==> config.mk <==
export PLATFORM = sky130hd
export DESIGN_NAME = ci_ctrl_regs_flat
export DESIGN_NICKNAME = d
export VERILOG_FILES = /design/src/ci_bus_pkg.sv /design/src/ci_wb_if.sv /design/src/ci_ctrl_regs.sv /design/src/flat_wrapper.sv
export SDC_FILE = /design/constraint.sdc
export NUM_CORES = 1
export LEC_CHECK = 0
export BUFFER_PORTS_ARGS = -buffer_cell sky130_fd_sc_hd__buf_2
export CORE_ASPECT_RATIO = 1.4
export CORE_MARGIN = 2
export CORE_UTILIZATION = 54
export CTS_CLUSTER_SIZE = 16
export DETAILED_ROUTE_END_ITERATION = 8
export PLACE_DENSITY_LB_ADDON = 0.12
export SLEW_MARGIN = 15
export SYNTH_ARGS = -nofsm -noshare
export SYNTH_HDL_FRONTEND = slang
export SYNTH_SLANG_ARGS = --single-unit
==> constraint.sdc <==
create_clock -name sys_clk_i -period 15.6 [get_ports sys_clk_i]
set_input_delay 4.68 -clock sys_clk_i [delete_from_list [all_inputs] [get_ports sys_clk_i]]
set_output_delay 4.68 -clock sys_clk_i [all_outputs]
set_load 0.05 [all_outputs]
==> src/ci_bus_pkg.sv <==
package ci_bus_pkg;

    // Bus and memory sizes
    localparam int DATA_W    = 32;
    localparam int MEM_AW    = 8;           // Word address into the shared memory
    localparam int MEM_WORDS = 256;

    // Host port word addressing
    localparam int HOST_AW     = 12;
    localparam int MEM_SEL_BIT = 11;        // Set for the memory window

    // Register map below the memory window
    localparam logic [MEM_SEL_BIT-1:0] REG_CTRL   = 11'd0;  // Bit 0 run
    localparam logic [MEM_SEL_BIT-1:0] REG_STATUS = 11'd1;  // Bit 0 halted
    localparam logic [MEM_SEL_BIT-1:0] REG_CYCLES = 11'd2;  // Cycles spent running

endpackage

==> src/ci_wb_if.sv <==
`timescale 1ns/100ps

interface ci_wb_if;

    logic                          cyc;
    logic                          stb;
    logic                          we;
    logic [ci_bus_pkg::MEM_AW-1:0] adr;     // Word address
    logic [ci_bus_pkg::DATA_W-1:0] dat_m2s; // Write data
    logic [ci_bus_pkg::DATA_W-1:0] dat_s2m; // Read data, valid with ack
    logic                          ack;

    modport master (
        output cyc, stb, we, adr, dat_m2s,
        input  dat_s2m, ack
    );

    modport slave (
        input  cyc, stb, we, adr, dat_m2s,
        output dat_s2m, ack
    );

endinterface

==> src/ci_ctrl_regs.sv <==
`timescale 1ns/100ps

module ci_ctrl_regs (
    input  logic                           sys_clk_i,
    input  logic                           rst_n_i,
    input  logic                           host_cyc_i,
    input  logic                           host_stb_i,
    input  logic                           host_we_i,
    input  logic [ci_bus_pkg::HOST_AW-1:0] host_adr_i,
    input  logic [ci_bus_pkg::DATA_W-1:0]  host_dat_i,
    output logic [ci_bus_pkg::DATA_W-1:0]  host_dat_o,
    output logic                           host_ack_o,
    ci_wb_if.master                        load_bus,
    output logic                           core_run_o,
    input  logic                           core_halted_i
);

    logic                               host_req;
    logic                               mem_sel;
    logic [ci_bus_pkg::MEM_SEL_BIT-1:0] reg_adr;
    logic                               reg_req;
    logic                               reg_wr;
    logic                               run_start;
    logic                               reg_ack_q;
    logic [ci_bus_pkg::DATA_W-1:0]      reg_rdata_q;
    logic                               run_q;
    logic [ci_bus_pkg::DATA_W-1:0]      cycles_q;
    logic                               lb_stb_q;
    logic                               lb_we_q;
    logic [ci_bus_pkg::MEM_AW-1:0]      lb_adr_q;
    logic [ci_bus_pkg::DATA_W-1:0]      lb_dat_q;

    assign host_req = host_cyc_i & host_stb_i;
    assign mem_sel  = host_adr_i[ci_bus_pkg::MEM_SEL_BIT];
    assign reg_adr  = host_adr_i[ci_bus_pkg::MEM_SEL_BIT-1:0];

    // Register side answers each strobe once
    assign reg_req   = host_req & ~mem_sel & ~reg_ack_q;
    assign reg_wr    = reg_req & host_we_i;
    assign run_start = reg_wr & (reg_adr == ci_bus_pkg::REG_CTRL) & host_dat_i[0] & ~run_q;

    always_ff @(posedge sys_clk_i) begin
        if (!rst_n_i) begin
            reg_ack_q <= 1'b0;
            run_q     <= 1'b0;
            cycles_q  <= '0;
            lb_stb_q  <= 1'b0;
        end else begin
            reg_ack_q <= reg_req;
            if (reg_wr && reg_adr == ci_bus_pkg::REG_CTRL) begin
                run_q <= host_dat_i[0];
            end
            if (run_start) begin
                cycles_q <= '0;             // Fresh count for each run
            end else if (run_q && !core_halted_i) begin
                cycles_q <= cycles_q + 1'b1;
            end
            // Memory window, held on load_bus until the memory acks
            if (lb_stb_q) begin
                lb_stb_q <= ~load_bus.ack;
            end else if (host_req && mem_sel) begin
                lb_stb_q <= 1'b1;
            end
        end
    end

    // Snapshot of the addressed register at the strobe
    always_ff @(posedge sys_clk_i) begin
        if (reg_req) begin
            case (reg_adr)
                ci_bus_pkg::REG_CTRL:   reg_rdata_q <= {{(ci_bus_pkg::DATA_W-1){1'b0}}, run_q};
                ci_bus_pkg::REG_STATUS: reg_rdata_q <= {{(ci_bus_pkg::DATA_W-1){1'b0}}, core_halted_i};
                ci_bus_pkg::REG_CYCLES: reg_rdata_q <= cycles_q;
                default:                reg_rdata_q <= '0;
            endcase
        end
        if (!lb_stb_q) begin
            lb_we_q  <= host_we_i;
            lb_adr_q <= host_adr_i[ci_bus_pkg::MEM_AW-1:0];
            lb_dat_q <= host_dat_i;
        end
    end

    assign load_bus.cyc     = lb_stb_q;
    assign load_bus.stb     = lb_stb_q;
    assign load_bus.we      = lb_we_q;
    assign load_bus.adr     = lb_adr_q;
    assign load_bus.dat_m2s = lb_dat_q;

    // Host sees the memory ack directly in the window
    assign host_ack_o = mem_sel ? load_bus.ack : reg_ack_q;
    assign host_dat_o = mem_sel ? load_bus.dat_s2m : reg_rdata_q;

    assign core_run_o = run_q;

endmodule

==> src/flat_wrapper.sv <==
// flat-port wrapper written by rule: the top's interface ports become plain ports
module ci_ctrl_regs_flat 
  (sys_clk_i, rst_n_i, host_cyc_i, host_stb_i, host_we_i, host_adr_i, host_dat_i, host_dat_o, host_ack_o, core_run_o, core_halted_i, load_bus_cyc, load_bus_stb, load_bus_we, load_bus_adr, load_bus_dat_m2s, load_bus_dat_s2m, load_bus_ack);
  ci_wb_if load_bus_i ();
  input  logic sys_clk_i;
  input  logic rst_n_i;
  input  logic host_cyc_i;
  input  logic host_stb_i;
  input  logic host_we_i;
  input  logic [ci_bus_pkg::HOST_AW-1:0] host_adr_i;
  input  logic [ci_bus_pkg::DATA_W-1:0] host_dat_i;
  output logic [ci_bus_pkg::DATA_W-1:0] host_dat_o;
  output logic host_ack_o;
  output logic core_run_o;
  input  logic core_halted_i;
  output wire logic [$bits(load_bus_i.cyc)-1:0] load_bus_cyc;
  output wire logic [$bits(load_bus_i.stb)-1:0] load_bus_stb;
  output wire logic [$bits(load_bus_i.we)-1:0] load_bus_we;
  output wire logic [$bits(load_bus_i.adr)-1:0] load_bus_adr;
  output wire logic [$bits(load_bus_i.dat_m2s)-1:0] load_bus_dat_m2s;
  input wire logic [$bits(load_bus_i.dat_s2m)-1:0] load_bus_dat_s2m;
  input wire logic [$bits(load_bus_i.ack)-1:0] load_bus_ack;
  assign load_bus_cyc = load_bus_i.cyc;
  assign load_bus_stb = load_bus_i.stb;
  assign load_bus_we = load_bus_i.we;
  assign load_bus_adr = load_bus_i.adr;
  assign load_bus_dat_m2s = load_bus_i.dat_m2s;
  assign load_bus_i.dat_s2m = load_bus_dat_s2m;
  assign load_bus_i.ack = load_bus_ack;
  ci_ctrl_regs u_core (.sys_clk_i(sys_clk_i), .rst_n_i(rst_n_i), .host_cyc_i(host_cyc_i), .host_stb_i(host_stb_i), .host_we_i(host_we_i), .host_adr_i(host_adr_i), .host_dat_i(host_dat_i), .host_dat_o(host_dat_o), .host_ack_o(host_ack_o), .load_bus(load_bus_i), .core_run_o(core_run_o), .core_halted_i(core_halted_i));
endmodule
### Word-level counts from Yosys, hierarchy flattened

Index checks and enable logic that the tools add are counted.

* add/subtract/negate cells: 1
* bitwise gates (word level): 12
* equality and inequality tests: 2
* reductions and logical operators: 6
* multiplexer cells: 5

Operator list (count)
* 32-bit case mux with 3 select lines: 1
* 32-bit by 1-bit adder with 32-bit output (second input constant): 1
* 32-bit 2-to-1 mux: 1
* 11-bit by 1-bit equality test with 1-bit output (second input constant): 1
* 11-bit by 2-bit equality test with 1-bit output (second input constant): 1
* 11-bit logical NOT: 1
* 1-bit bitwise AND: 7
* 1-bit NOT: 5
* 1-bit logical AND: 3
* 1-bit 2-to-1 mux: 3
* 2-bit OR reduction: 1
* 1-bit logical NOT: 1

* output and inout bits: 77
* bits of input ports: 83
* register bits after elaboration: 108
* logic and storage cells: 34

### Longest topological paths before layout

* depth after elaboration: 8
* mapped depth: 6
* depth with buffers taken out: 5

### Least setup slack after synthesis

No wires, ideal clock.

* path type: input port to output port
* start point: input port host_adr_i[11] (netlist bit)
* end point: output port host_dat_o[10] (netlist bit)
* data arrival time: 5770 ps
* buffers on the path: 2
* data required time: 10920 ps
* path slack: 5150 ps
* cell stages on the path: 3
* cell sequence: clkbuf_1 > buf_1 > mux2_2

* word-level cells in the longest chain between the ends: 1

RTL lines
* start, declared: line flat_wrapper.sv:10 `input logic [ci_bus_pkg::HOST_AW-1:0] host_adr_i;`
* 32-bit 2-to-1 mux: line ci_ctrl_regs.sv:92 `assign host_dat_o = mem_sel ? load_bus.dat_s2m : reg_rdata_q;`
* end, declared: line flat_wrapper.sv:12 `output logic [ci_bus_pkg::DATA_W-1:0] host_dat_o;`

Every way passes these cells.

### Worst setup path in the final report

* start point: input port host_adr_i[11] (netlist bit)
* end point: output port host_dat_o[11] (netlist bit)

Same word-level chain as after synthesis.

==> impl_results.md <==
- CP arrival: 5.97 ns
- Asr flop ratio synth: 0
- Hpwl dp: 7.63 mm
- Pwr/cell area: 115 mW/mm^2
- Global-route wire length before repair: 15.7 mm
- Max_cap viols: 0
- Post-CTS setup buffers: 0
- Die Ht: ~110 um
- N_diodes: 0
- WL per Instance: 17.3 um
- Setup repair after global routing missed its margin: false
- FF+latch count, synth: 108
- Initial core utilization: 0.561
- Site row count: 39
- Die W: approximately 80 um
- TritonCTS Buffers: 9
- GRT Util Overall: 0.226
- DRT Pass-1 Iters: 4
- Least-Margin Pin Slew: 0.841 ns
- Max IR drop VDD: 0.0800 mV
- Area of placed instances: 0.00547 sq mm
- Area Growth Syn to Fin: 26.8%
- CP required: between 10 and 15 ns
- Max FO, Critical Path: 35
- Layout cells sized above 1: 0.416
- Combinational power share: 0.123
- Vias per inst: around 5.7
- Commonest cells in the netlist: edfxtp_1, dfxtp_1, mux2_2
- Worst setup SP type: input pin
- WHS: 0.511 ns
- Port Buf Inserts: ~160
- Max-slew violations: 0
- Clock skew: 0.00760 ns
- Nets: 593
- Status: finished, final reports clean
- EDFF count, synth: 73
- RePlAce Congestion: 0.850
- Finish-stage setup viols: 0
- Vias post-DR: 3528
- Yosys warnings: 0
- Slew HR: 0.439
- Root buffer cell: clkbuf_16
- Worst-skew pair later-pin latency: 0.34 ns
- Post-Syn Area: between 0.004 and 0.005 sq mm
- Clock Sinks: about 110
- Maximum number of pins on one net before global-route repair: 44
- Hold Path Class: register to register
- Crit path kind: input pin to primary output
- Starting DRC count in detailed routing: 203
- Sw power: ~0.16 mW
- Core Area: 0.00820 sq mm
- Final Util: 0.712
- R2r setup slk: between 10 and 15 ns
- Mapped Cells: 358
- Total die area: a little over 0.009 sq mm
- Post-route cell area: ~0.0058 sq mm
- Setup TNS: 0 ns
- Syn Area/Cell: roughly 13 sq um
- Crit path capture type: primary output
- Final wirelength: 10.6 mm
- DR DRC count: 0
- Post-route ant nets: 0
- Synth area leaders: edfxtp_1, dfxtp_1, mux2_2
- Main synth FF type: edfxtp_1
- Sequential power share: 0.471
- Most common cell in the netlist: edfxtp_1
- Leak pwr: 2.46 nW
- Min cycle time layout: 10.65 ns
- CTS clk-pin slew, worst paths: 0.07 ns
- I/O pins: 160
- Post-synthesis cell type count: 41
- Internal power: 0.512 mW
- Deepest clock path buffer count: 2
- Initial antenna violation count: 0
- Crit share post-route: 0.683
- Vias in the first global route: 3147
- Clock share of power: 0.406
- Biggest area consumer among synthesized cells: edfxtp_1
- Fmax: between 90 and 100 MHz
- CTS tree: done
- Seq/Total Area, Yosys: 0.629
- Grt ovf: 0
- CTS H-tree lvls: 3
- Hold buffers post-CTS: 0
- Switching Fraction: 0.235
- Resized cells post-CTS: 0
- Yosys top cell area share: 0.476
- Fin. Hold Viols: 0
- Synthesized Nets: roughly 440
cell families after synthesis:
logic type                 synth area share
and+or+nand+nor                       0.169
DFF                                   0.629
AOI/OAI and AO/OA                    0.0606
muxes                                0.0895
buffers and inverters                0.0272
xor gates and xnor gates             0.0228
adders and majority gates           0.00272
metrics by stage:
stage	setup slack (ns)	total power, mW	cells
2_1_floorplan	5.15	0.379	358
3_3_place_gp	4.98	0.403	600
3_5_place_dp	4.95	0.404	600
4_1_cts	4.95	0.672	616
5_1_grt	4.89	0.690	616
6_report	4.95	0.669	616
per-layer routing:
layer / GRT usage / wire length [um] / up-vias
met2: 0.388 / 5560 / 154
met4: 0.0956 / 195 / 0
met3: 0.0606 / 838 / 16
met1: 0.260 / 4050 / 1663
li1: - / - / 1695
met5: 0 / 0 / -
worst paths after layout:
check,to,cells past startpoint,startpoint
worst min-delay path,u_core.cycles_q[28],2,u_core.cycles_q[28]
worst max-delay path,host_dat_o[11],3,host_adr_i[11]
worst max register to register,u_core.cycles_q[15],4,u_core.cycles_q[3]
worst min register to register,u_core.cycles_q[28],2,u_core.cycles_q[28]
registers in the layout (all words and copies together), names as in the netlist:
register and cells:
u_core.core_run_o 1, u_core.cycles_q 32, u_core.load_bus.adr 8, u_core.load_bus.cyc 1
u_core.load_bus.dat_m2s 32, u_core.load_bus.we 1, u_core.reg_ack_q 1, u_core.reg_rdata_q 32
power by group through the flow:
stage	Sequential (mW)	Clock, mW	Combinational, mW
global placement	0.321	0	0.0814
floorplan	0.348	0	0.0310
CTS	0.315	0.274	0.0828
global route	0.316	0.288	0.0863
detailed placement	0.321	0	0.0827
finish	0.315	0.272	0.0824
worst max-delay path, cell delays in order:
cell	delay, ns
buf_2	0.64
mux2_2	0.43
buf_2	0.22
cell usage in the layout (no fill, tap or decap), types with 10 or more instances in the layout:
cell type,count
buf_2,159
edfxtp_1,73
dfxtp_1,35
mux2_2,33
and3_1,29
nand4_1,17
or4_1,16
nor2_1,16
a21oi_1,16
nand3_1,12
xor2_1,10
layout make-up:
type | count | area [sq um]
Clock inverter | 5 | 124
Multi-Input combinational cell | 222 | 1610
Tap cell | 102 | 128
Sequential cell | 108 | 2890
Fill cell | 613 | 2360
Inverter | 6 | 22.5
Clock buffer | 11 | 243
Timing Repair Buffer | 162 | 818
Note: power is estimated with default switching activity, not from simulation.
