--- config.mk ---
export PLATFORM = sky130hd
export DESIGN_NAME = ci_core_flat
export DESIGN_NICKNAME = d
export VERILOG_FILES = /design/src/ci_bus_pkg.sv /design/src/ci_core_pkg.sv /design/src/ci_wb_if.sv /design/src/ci_core.sv /design/src/flat_wrapper.sv
export SDC_FILE = /design/constraint.sdc
export NUM_CORES = 1
export LEC_CHECK = 0
export BUFFER_PORTS_ARGS = -buffer_cell sky130_fd_sc_hd__buf_2
export CAP_MARGIN = 20
export CORE_AREA = 5 5 116 118
export CTS_CLUSTER_DIAMETER = 60
export DETAILED_ROUTE_END_ITERATION = 8
export DIE_AREA = 0 0 121 123
export PLACE_DENSITY = 0.76
export SETUP_SLACK_MARGIN = 0.1
export SLEW_MARGIN = 0
export SYNTH_ARGS = -nofsm -noshare
export SYNTH_HDL_FRONTEND = slang
export SYNTH_SLANG_ARGS = --single-unit
export TNS_END_PERCENT = 20
--- constraint.sdc ---
create_clock -name sys_clk_i -period 12.5 [get_ports sys_clk_i]
set_clock_uncertainty 0.1 [all_clocks]
set_input_delay 2.5 -clock sys_clk_i [delete_from_list [all_inputs] [get_ports sys_clk_i]]
set_output_delay 2.5 -clock sys_clk_i [all_outputs]
set_load 0.1 [all_outputs]
--- src/ci_bus_pkg.sv ---
package ci_bus_pkg;

    // Bus and memory sizes
    localparam int DATA_W    = 32;
    localparam int MEM_AW    = 8;           // Word address into the shared memory
    localparam int MEM_WORDS = 256;

    // Host port word addressing
    localparam int HOST_AW     = 12;
    localparam int MEM_SEL_BIT = 11;        // Set for the memory window

    // Register map below the memory window
    localparam logic [MEM_SEL_BIT-1:0] REG_CTRL   = 11'd0;  // Bit 0 run
    localparam logic [MEM_SEL_BIT-1:0] REG_STATUS = 11'd1;  // Bit 0 halted
    localparam logic [MEM_SEL_BIT-1:0] REG_CYCLES = 11'd2;  // Cycles spent running

endpackage

--- src/ci_core_pkg.sv ---
package ci_core_pkg;

    // Instruction word layout
    // opcode in the top nibble, immediate or address in the low half
    localparam int OPC_MSB = 31;
    localparam int OPC_LSB = 28;
    localparam int IMM_W   = 16;

    typedef enum logic [3:0] {
        OP_LOADI = 4'h1,    // acc = imm
        OP_LOAD  = 4'h2,    // acc = mem[addr]
        OP_STORE = 4'h3,    // mem[addr] = acc
        OP_ADD   = 4'h4,    // acc += mem[addr]
        OP_SUB   = 4'h5,    // acc -= mem[addr]
        OP_JNZ   = 4'h6,    // pc = addr if acc != 0
        OP_HALT  = 4'hF
    } opcode_e;

    // Core sequencing
    typedef enum logic [1:0] {
        ST_FETCH  = 2'd0,
        ST_DECODE = 2'd1,
        ST_MEM    = 2'd2,   // Data access for load, add, sub, store
        ST_HALT   = 2'd3
    } core_state_e;

endpackage

--- src/ci_wb_if.sv ---
`timescale 1ns/100ps

interface ci_wb_if;

    logic                          cyc;
    logic                          stb;
    logic                          we;
    logic [ci_bus_pkg::MEM_AW-1:0] adr;     // Word address
    logic [ci_bus_pkg::DATA_W-1:0] dat_m2s; // Write data
    logic [ci_bus_pkg::DATA_W-1:0] dat_s2m; // Read data, valid with ack
    logic                          ack;

    modport master (
        output cyc, stb, we, adr, dat_m2s,
        input  dat_s2m, ack
    );

    modport slave (
        input  cyc, stb, we, adr, dat_m2s,
        output dat_s2m, ack
    );

endinterface

--- src/ci_core.sv ---
`timescale 1ns/100ps

module ci_core (
    input  logic    sys_clk_i,
    input  logic    rst_n_i,
    input  logic    core_run_i,
    ci_wb_if.master fetch_bus,
    output logic    core_halted_o
);

    ci_core_pkg::core_state_e          state_q;
    logic [ci_bus_pkg::MEM_AW-1:0]     pc_q;
    logic [ci_bus_pkg::DATA_W-1:0]     acc_q;
    logic [ci_bus_pkg::DATA_W-1:0]     ir_q;
    ci_core_pkg::opcode_e              opcode;
    logic [ci_core_pkg::IMM_W-1:0]     field;
    logic [ci_bus_pkg::MEM_AW-1:0]     op_adr;
    logic [ci_bus_pkg::DATA_W-1:0]     imm_ext;
    logic                              fetching;
    logic                              data_access;

    // Instruction fields
    assign opcode  = ci_core_pkg::opcode_e'(ir_q[ci_core_pkg::OPC_MSB:ci_core_pkg::OPC_LSB]);
    assign field   = ir_q[ci_core_pkg::IMM_W-1:0];
    assign op_adr  = field[ci_bus_pkg::MEM_AW-1:0];
    assign imm_ext = {{(ci_bus_pkg::DATA_W-ci_core_pkg::IMM_W){1'b0}}, field};

    assign fetching    = core_run_i && state_q == ci_core_pkg::ST_FETCH;
    assign data_access = core_run_i && state_q == ci_core_pkg::ST_MEM;

    always_ff @(posedge sys_clk_i) begin
        if (!rst_n_i || !core_run_i) begin
            // Parked at pc 0 until run is set
            state_q <= ci_core_pkg::ST_FETCH;
            pc_q    <= '0;
            acc_q   <= '0;
        end else begin
            case (state_q)
                ci_core_pkg::ST_FETCH: begin
                    if (fetch_bus.ack) begin
                        state_q <= ci_core_pkg::ST_DECODE;
                    end
                end

                ci_core_pkg::ST_DECODE: begin
                    case (opcode)
                        ci_core_pkg::OP_LOADI: begin
                            acc_q   <= imm_ext;
                            pc_q    <= pc_q + 1'b1;
                            state_q <= ci_core_pkg::ST_FETCH;
                        end
                        ci_core_pkg::OP_JNZ: begin
                            pc_q    <= (acc_q != '0) ? op_adr : pc_q + 1'b1;
                            state_q <= ci_core_pkg::ST_FETCH;
                        end
                        ci_core_pkg::OP_LOAD,
                        ci_core_pkg::OP_STORE,
                        ci_core_pkg::OP_ADD,
                        ci_core_pkg::OP_SUB: begin
                            state_q <= ci_core_pkg::ST_MEM;
                        end
                        default: begin
                            state_q <= ci_core_pkg::ST_HALT;   // HALT and unknown codes
                        end
                    endcase
                end

                ci_core_pkg::ST_MEM: begin
                    if (fetch_bus.ack) begin
                        case (opcode)
                            ci_core_pkg::OP_LOAD: acc_q <= fetch_bus.dat_s2m;
                            ci_core_pkg::OP_ADD:  acc_q <= acc_q + fetch_bus.dat_s2m;
                            ci_core_pkg::OP_SUB:  acc_q <= acc_q - fetch_bus.dat_s2m;
                            default:              acc_q <= acc_q;  // Store leaves acc alone
                        endcase
                        pc_q    <= pc_q + 1'b1;     // Wraps at the top of memory
                        state_q <= ci_core_pkg::ST_FETCH;
                    end
                end

                default: begin
                    state_q <= ci_core_pkg::ST_HALT;    // Stays until run drops
                end
            endcase
        end
    end

    // Instruction word, captured on the fetch ack
    always_ff @(posedge sys_clk_i) begin
        if (fetching && fetch_bus.ack) begin
            ir_q <= fetch_bus.dat_s2m;
        end
    end

    // Bus requests follow the state directly
    assign fetch_bus.cyc     = fetching | data_access;
    assign fetch_bus.stb     = fetching | data_access;
    assign fetch_bus.we      = data_access && opcode == ci_core_pkg::OP_STORE;
    assign fetch_bus.adr     = data_access ? op_adr : pc_q;
    assign fetch_bus.dat_m2s = acc_q;

    assign core_halted_o = (state_q == ci_core_pkg::ST_HALT);

endmodule

--- src/flat_wrapper.sv ---
// flat-port wrapper written by rule: the top's interface ports become plain ports
module ci_core_flat 
  (sys_clk_i, rst_n_i, core_run_i, core_halted_o, fetch_bus_cyc, fetch_bus_stb, fetch_bus_we, fetch_bus_adr, fetch_bus_dat_m2s, fetch_bus_dat_s2m, fetch_bus_ack);
  ci_wb_if fetch_bus_i ();
  input  logic sys_clk_i;
  input  logic rst_n_i;
  input  logic core_run_i;
  output logic core_halted_o;
  output wire logic [$bits(fetch_bus_i.cyc)-1:0] fetch_bus_cyc;
  output wire logic [$bits(fetch_bus_i.stb)-1:0] fetch_bus_stb;
  output wire logic [$bits(fetch_bus_i.we)-1:0] fetch_bus_we;
  output wire logic [$bits(fetch_bus_i.adr)-1:0] fetch_bus_adr;
  output wire logic [$bits(fetch_bus_i.dat_m2s)-1:0] fetch_bus_dat_m2s;
  input wire logic [$bits(fetch_bus_i.dat_s2m)-1:0] fetch_bus_dat_s2m;
  input wire logic [$bits(fetch_bus_i.ack)-1:0] fetch_bus_ack;
  assign fetch_bus_cyc = fetch_bus_i.cyc;
  assign fetch_bus_stb = fetch_bus_i.stb;
  assign fetch_bus_we = fetch_bus_i.we;
  assign fetch_bus_adr = fetch_bus_i.adr;
  assign fetch_bus_dat_m2s = fetch_bus_i.dat_m2s;
  assign fetch_bus_i.dat_s2m = fetch_bus_dat_s2m;
  assign fetch_bus_i.ack = fetch_bus_ack;
  ci_core u_core (.sys_clk_i(sys_clk_i), .rst_n_i(rst_n_i), .core_run_i(core_run_i), .fetch_bus(fetch_bus_i), .core_halted_o(core_halted_o));
endmodule
# After elaboration in Yosys (flattened, before gate mapping)
# Index checks and enable logic that the tools add are counted.
dict set report op_classes {
  add_sub_neg 3
  n_eq_ne 14
  mux 13
  n_bitwise 1
  n_reduce_logical 15
}
# op n
set op_table {}
lappend op_table {{32-bit one-hot mux with 3 select lines} 1}
lappend op_table {{32-bit 2-to-1 mux} 2}
lappend op_table {{32-bit one-hot mux with 2 select lines} 1}
lappend op_table {{32-bit adder} 1}
lappend op_table {{8-bit one-hot mux with 2 select lines} 2}
lappend op_table {{32-bit nonzero test} 1}
lappend op_table {{32-bit subtractor} 1}
lappend op_table {{8-bit 2-to-1 mux} 3}
lappend op_table {{4-bit by 3-bit equality test with 1-bit output, second input constant} 3}
lappend op_table {{8-bit by 1-bit adder with 8-bit output, second input constant} 1}
lappend op_table {{4-bit by 2-bit equality test with 1-bit output, second input constant} 2}
lappend op_table {{2-bit one-hot mux with 3 select lines} 1}
lappend op_table {{2-bit equality test, second input constant} 2}
lappend op_table {{4-bit by 1-bit equality test with 1-bit output, second input constant} 1}
lappend op_table {{1-bit logical AND} 4}
lappend op_table {{2-bit 2-to-1 mux} 2}
lappend op_table {{2-bit != test, second input constant} 2}
lappend op_table {{4-bit != test, second input constant} 1}
lappend op_table {{2-bit one-hot mux with 2 select lines} 1}
lappend op_table {{4-bit AND reduction} 1}
lappend op_table {{4-bit OR reduction} 1}
lappend op_table {{3-bit by 1-bit != test with 1-bit output, second input constant} 1}
lappend op_table {{3-bit AND reduction} 1}
lappend op_table {{2-bit by 1-bit equality test with 1-bit output, second input constant} 1}
lappend op_table {{8 further kinds} 9}
dict set report totals {
  register_bits 74
  in_bits 36
  out_inout_bits 44
  wordCells 50
}

# Longest topological paths before layout
dict set report depth {
  ltp_word 4
  depth_mapped 19
  depth_no_buf 18
}

# Least setup slack after synthesis
# Ideal clock, no wire load.
dict set report synth_timing {
  path_kind {input to output}
  start {input core_run_i}
  end {output fetch_bus_we}
  arrival_ns 5.669
  required_time_ns 9.900
  slack_ns 4.231
  path_stages 2
  path_buffers 0
  path_cell_list {nand3_1 nor4b_1}
}
dict set report synth_between {
  elab_chain_len 2
}
# item line
set synth_lines {}
lappend synth_lines {{start, declared} flat_wrapper.sv:7} ;# input logic core_run_i;
lappend synth_lines {{1-bit logical AND} ci_core.sv:29} ;# assign data_access = core_run_i && state_q == ci_core_pkg::ST_MEM;
lappend synth_lines {{1-bit logical AND} ci_core.sv:98} ;# assign fetch_bus.we = data_access && opcode == ci_core_pkg::OP_STORE;
lappend synth_lines {{end, declared} flat_wrapper.sv:11} ;# output wire logic [$bits(fetch_bus_i.we)-1:0] fetch_bus_we;
# No other way between the ends.

# Worst setup path after layout
dict set report layout_timing {
  start {input fetch_bus_dat_s2m[1]}
  end {register u_core.acc_q, in the netlist u_core.fetch_bus.dat_m2s[31]}
}
dict set report layout_between {
  elab_chain_len 4
  word_cells_on_any_way 5
  cone_classes {2 x add/sub; 3 x mux}
}
# item line
set layout_lines {}
lappend layout_lines {{start, declared} flat_wrapper.sv:14} ;# input wire logic [$bits(fetch_bus_i.dat_s2m)-1:0] fetch_bus_dat_s2m;
lappend layout_lines {{32-bit subtractor / 32-bit adder (equally long branches)} {ci_core.sv:73, ci_core.sv:72}}
lappend layout_lines {{32-bit one-hot mux with 3 select lines (*)} ci_core.sv:70} ;# case (opcode)
lappend layout_lines {{32-bit 2-to-1 mux (*)} ci_core.sv:69} ;# if (fetch_bus.ack) begin
lappend layout_lines {{32-bit one-hot mux with 2 select lines (*)} ci_core.sv:38} ;# case (state_q)
lappend layout_lines {{end signal, assigned} ci_core.sv:71} ;# ci_core_pkg::OP_LOAD: acc_q <= fetch_bus.dat_s2m;
lappend layout_lines {{end signal, assigned} ci_core.sv:73} ;# ci_core_pkg::OP_SUB: acc_q <= acc_q - fetch_bus.dat_s2m;
lappend layout_lines {{end signal, assigned} ci_core.sv:74} ;# default: acc_q <= acc_q;
lappend layout_lines {{end, declared} ci_core.sv:13} ;# logic [ci_bus_pkg::DATA_W-1:0] acc_q;
# Mark *: on every way between the ends. The rest lies on a longest branch, timed or not. The select of a mux whose other input is x is not followed.
# A chain may end at the register's enable or synchronous reset.

==> metrics.md <==
| Metric | Value |
|---|---|
| Row count | `roughly 40` |
| Min Tclk post-route | `around 6.4 ns` |
| CTS clk-pin slew, worst paths | `about 0.060 ns` |
| Post-Syn Area | `5350 µm²` |
| Mapped Nets | `about 760` |
| Initial DRC count | `between 500 and 600` |
| RSZ-0062 raised after global routing | `false` |
| Sw Pwr | `0.1814 mW` |
| Max Slew Vio Count | `0` |
| CTS Hold Bufs | `0` |
| Placed cells | `901` |
| Synthesis-stage register bit count | `62` |
| Multi-input logic area | `~3700 µm²` |
| Setup WS post-layout | `6.122 ns` |
| Register area share after synthesis | `between 20% and 30%` |
| WP data required | `about 13 ns` |
| Via Count | `5,540` |
| Number of global-route vias before repair | `approximately 5.1k` |
| Fill cell count | `between 1k and 1.5k` |
| Deepest clock path buffer count | `2` |
| Gpl congestion | `approximately 0.95` |
| Type of the worst min-delay path | `reg2reg` |
| Leakage | `around 2.8 nW` |
| Setup violators final | `0` |
| Setup TNS | `0 ns` |
| Post-DP HPWL | `11,810 µm` |
| Number of routed nets with antenna violations | `0` |
| Pwr/cell area | `~98 nW/µm²` |
| Non-filler cells, final | `approximately 900` |
| F_max | `about 160 MHz` |
| Async SR Flop Fraction | `0%` |
| PortBufs | `79` |
| Initial core utilization | `between 40% and 50%` |
| Antenna violations before repair | `0` |
| Crit. End Element | `register` |
| Post-cts sizing count | `0` |
| Rel. slew slack | `between 20% and 30%` |
| Clock Power Share | `44.6%` |
| Internal | `0.4289 mW` |
| Post-CTS Setup Bufs | `0` |
| Seq pwr share | `35.7%` |
| Grt total ovfl | `0` |
| Most frequent cells in the layout | `buf_2, a21oi_1, nand2_1` |
| IO Pins | `80` |
| Final Hold Fails | `0` |
| Fin area | `approximately 6200 µm²` |
| Area contributors post-synth | `dfxtp_1, edfxtp_1, ha_1, a21oi_1, xor2_1` |
| Post-DR vias/cell | `just over 6` |
| Dpl ws | `around 5.9 ns` |
| Area grow syn2layout | `16.25%` |
| Total die area | `around 15,000 µm²` |
| Clock sinks | `slightly above 60` |
| Bufs and invs on worst path | `2` |
| Ant diodes | `0` |
| Largest net degree at the start of global routing | `37` |
| Fin crit share | `a little over 50%` |
| GRT Overall Usage | `around 22%` |
| Post-Place Cell Area | `around 5900 µm²` |
| CP Cell Sequence | `buf_2, inv_1, ha_1, nand2b_1, or3_1, or4_4, nand3b_4, or4_4, o21ai_1, xor2_1, ha_1, a21o_1, a21o_1, a21oi_1, o221ai_1, a31oi_1, o41ai_1, xnor2_1, o22ai_1` |
| Synth top area share | `15.72%` |
| VDD IR max | `approximately 0.046 mV` |
| H-tree Lvls | `3` |
| Ys flop type | `dfxtp_1` |
| Mean routed wirelength per cell | `approximately 18 µm` |
| CTS tree | `yes` |
| WP data arrival | `6.47 ns` |
| Top cell family by delay on the critical path | `simple AND/OR/NAND/NOR gates` |
| DRC viols | `0` |
| Max-cap violations | `0` |
| Worst Tran Pin Value | `~1.1 ns` |
| Slowest stage delay, CP | `0.56 ns` |
| EDFF count, synth | `20` |
| CTS buffer count | `9` |
| Layout cell share with drive strength beyond 1 | `approximately 16%` |
| First-pass GRT wire length | `26,430 µm` |
| Slowest-stage cell, CP | `or4_4` |
| Power Total | `approximately 0.61 mW` |
| Die Wd | `approximately 120 µm` |
| Status | `finished clean` |
| Pre-Repair DR Iteration Count | `6` |
| Most common cell after layout, fill and taps aside | `buf_2` |
| Crit path kind | `in2reg` |
| Syn Inst Count | `about 700` |
| Register area | `1441 µm²` |
| Layout Utilization | `~50%` |
| CTS root buffer | `clkbuf_16` |
| Final #Nets | `roughly 820` |
| Synth area leader | `dfxtp_1` |
| Skew-Pair Late Insertion Delay | `roughly 0.34 ns` |
| Synth Area per Inst | `between 7 and 8 µm²` |
| Worst setup SP type | `primary input` |
| Distinct cells, synth | `63` |
| Gate power share | `about a fifth` |
| DRT Wirelength | `16,310 µm` |
| Die Height | `123 µm` |
| Max Fanout on Critical Path | `8` |
| Synth warnings | `0` |
| WHS | `approximately 0.42 ns` |
| Placeable Area | `~12,000 µm²` |
| Sw Ratio | `about 30%` |
area by class of cell:
class,count,area share (%)
inverter,16,0.9656
timing repair buffer,86,7.524
clock buffer,11,4.426
multi-input combinational,567,59.63
tap,172,3.460
clock inverter,4,0.8248
sequential,62,23.17
worst min-delay path: cells and delay by family (launching register included):
| kind | cells | cell delay (ns) |
|---|---|---|
| DFF | 1 | 0.34 |
| and+or+nand+nor | 1 | 0.07 |
| AOI/OAI and AO/OA | 1 | 0.05 |
registers in the layout (all words and copies together), names as in the netlist:
register / flops
u_core.state_q: 2
u_core.fetch_bus.dat_m2s: 32
u_core.pc_q: 8
u_core.ir_q: 20
cells in the mapped netlist, drive strengths merged (11+ instances only):
cell type   n
dfxtp      42
o31ai      11
clkbuf     33
nand4      13
o21ai      47
a21oi      74
edfxtp     20
ha         37
nor2       53
nand3      18
nand2      70
a21o       15
o211ai     13
and3       21
nor4       13
xnor2      23
inv        15
xor2       34
o22ai      13
layer usage:
metal	part of all wire, %	vias to the layer above	wire length, µm	GRT usage, %
met4	2.9	0	467	9.136
met5	0	-	0	0
li1	-	2681	-	-
met2	45	219	7396	34.42
met1	45	2598	7280	30.54
met3	7.1	42	1166	4.026
cell families after synthesis:
kind of cell	count (synthesis)	share of synthesized area [%]
multiplexers	13	2.619
adder cells (fa/ha/maj)	38	9.027
XOR/XNOR	57	9.331
flip-flops	62	26.94
buffers and inverters	53	3.812
AO/OA/AOI/OAI	228	26.57
AND/OR/NAND/NOR	231	21.70
power groups by stage:
stage / clock (mW) / combinational [mW] / sequential [mW]
final: 0.272 / 0.120 / 0.218
after detailed placement: 0 / 0.117 / 0.222
after global placement: 0 / 0.116 / 0.222
after CTS: 0.274 / 0.118 / 0.218
after global routing: 0.282 / 0.131 / 0.219
after floorplan: 0 / 0.0781 / 0.228
path summary, 6_finish.rpt:
path | from | to | slack, ns | depth (start not counted)
setup reg to reg | u_core.ir_q[29] | u_core.fetch_bus.dat_m2s[15] | 7.85 | 14
hold / removal | u_core.fetch_bus.dat_m2s[9] | u_core.fetch_bus.dat_m2s[9] | 0.42 | 2
setup / recovery | fetch_bus_dat_s2m[1] | u_core.fetch_bus.dat_m2s[31] | 6.12 | 19
hold reg to reg | u_core.fetch_bus.dat_m2s[9] | u_core.fetch_bus.dat_m2s[9] | 0.42 | 2
Note: power is estimated with default switching activity, not from simulation.
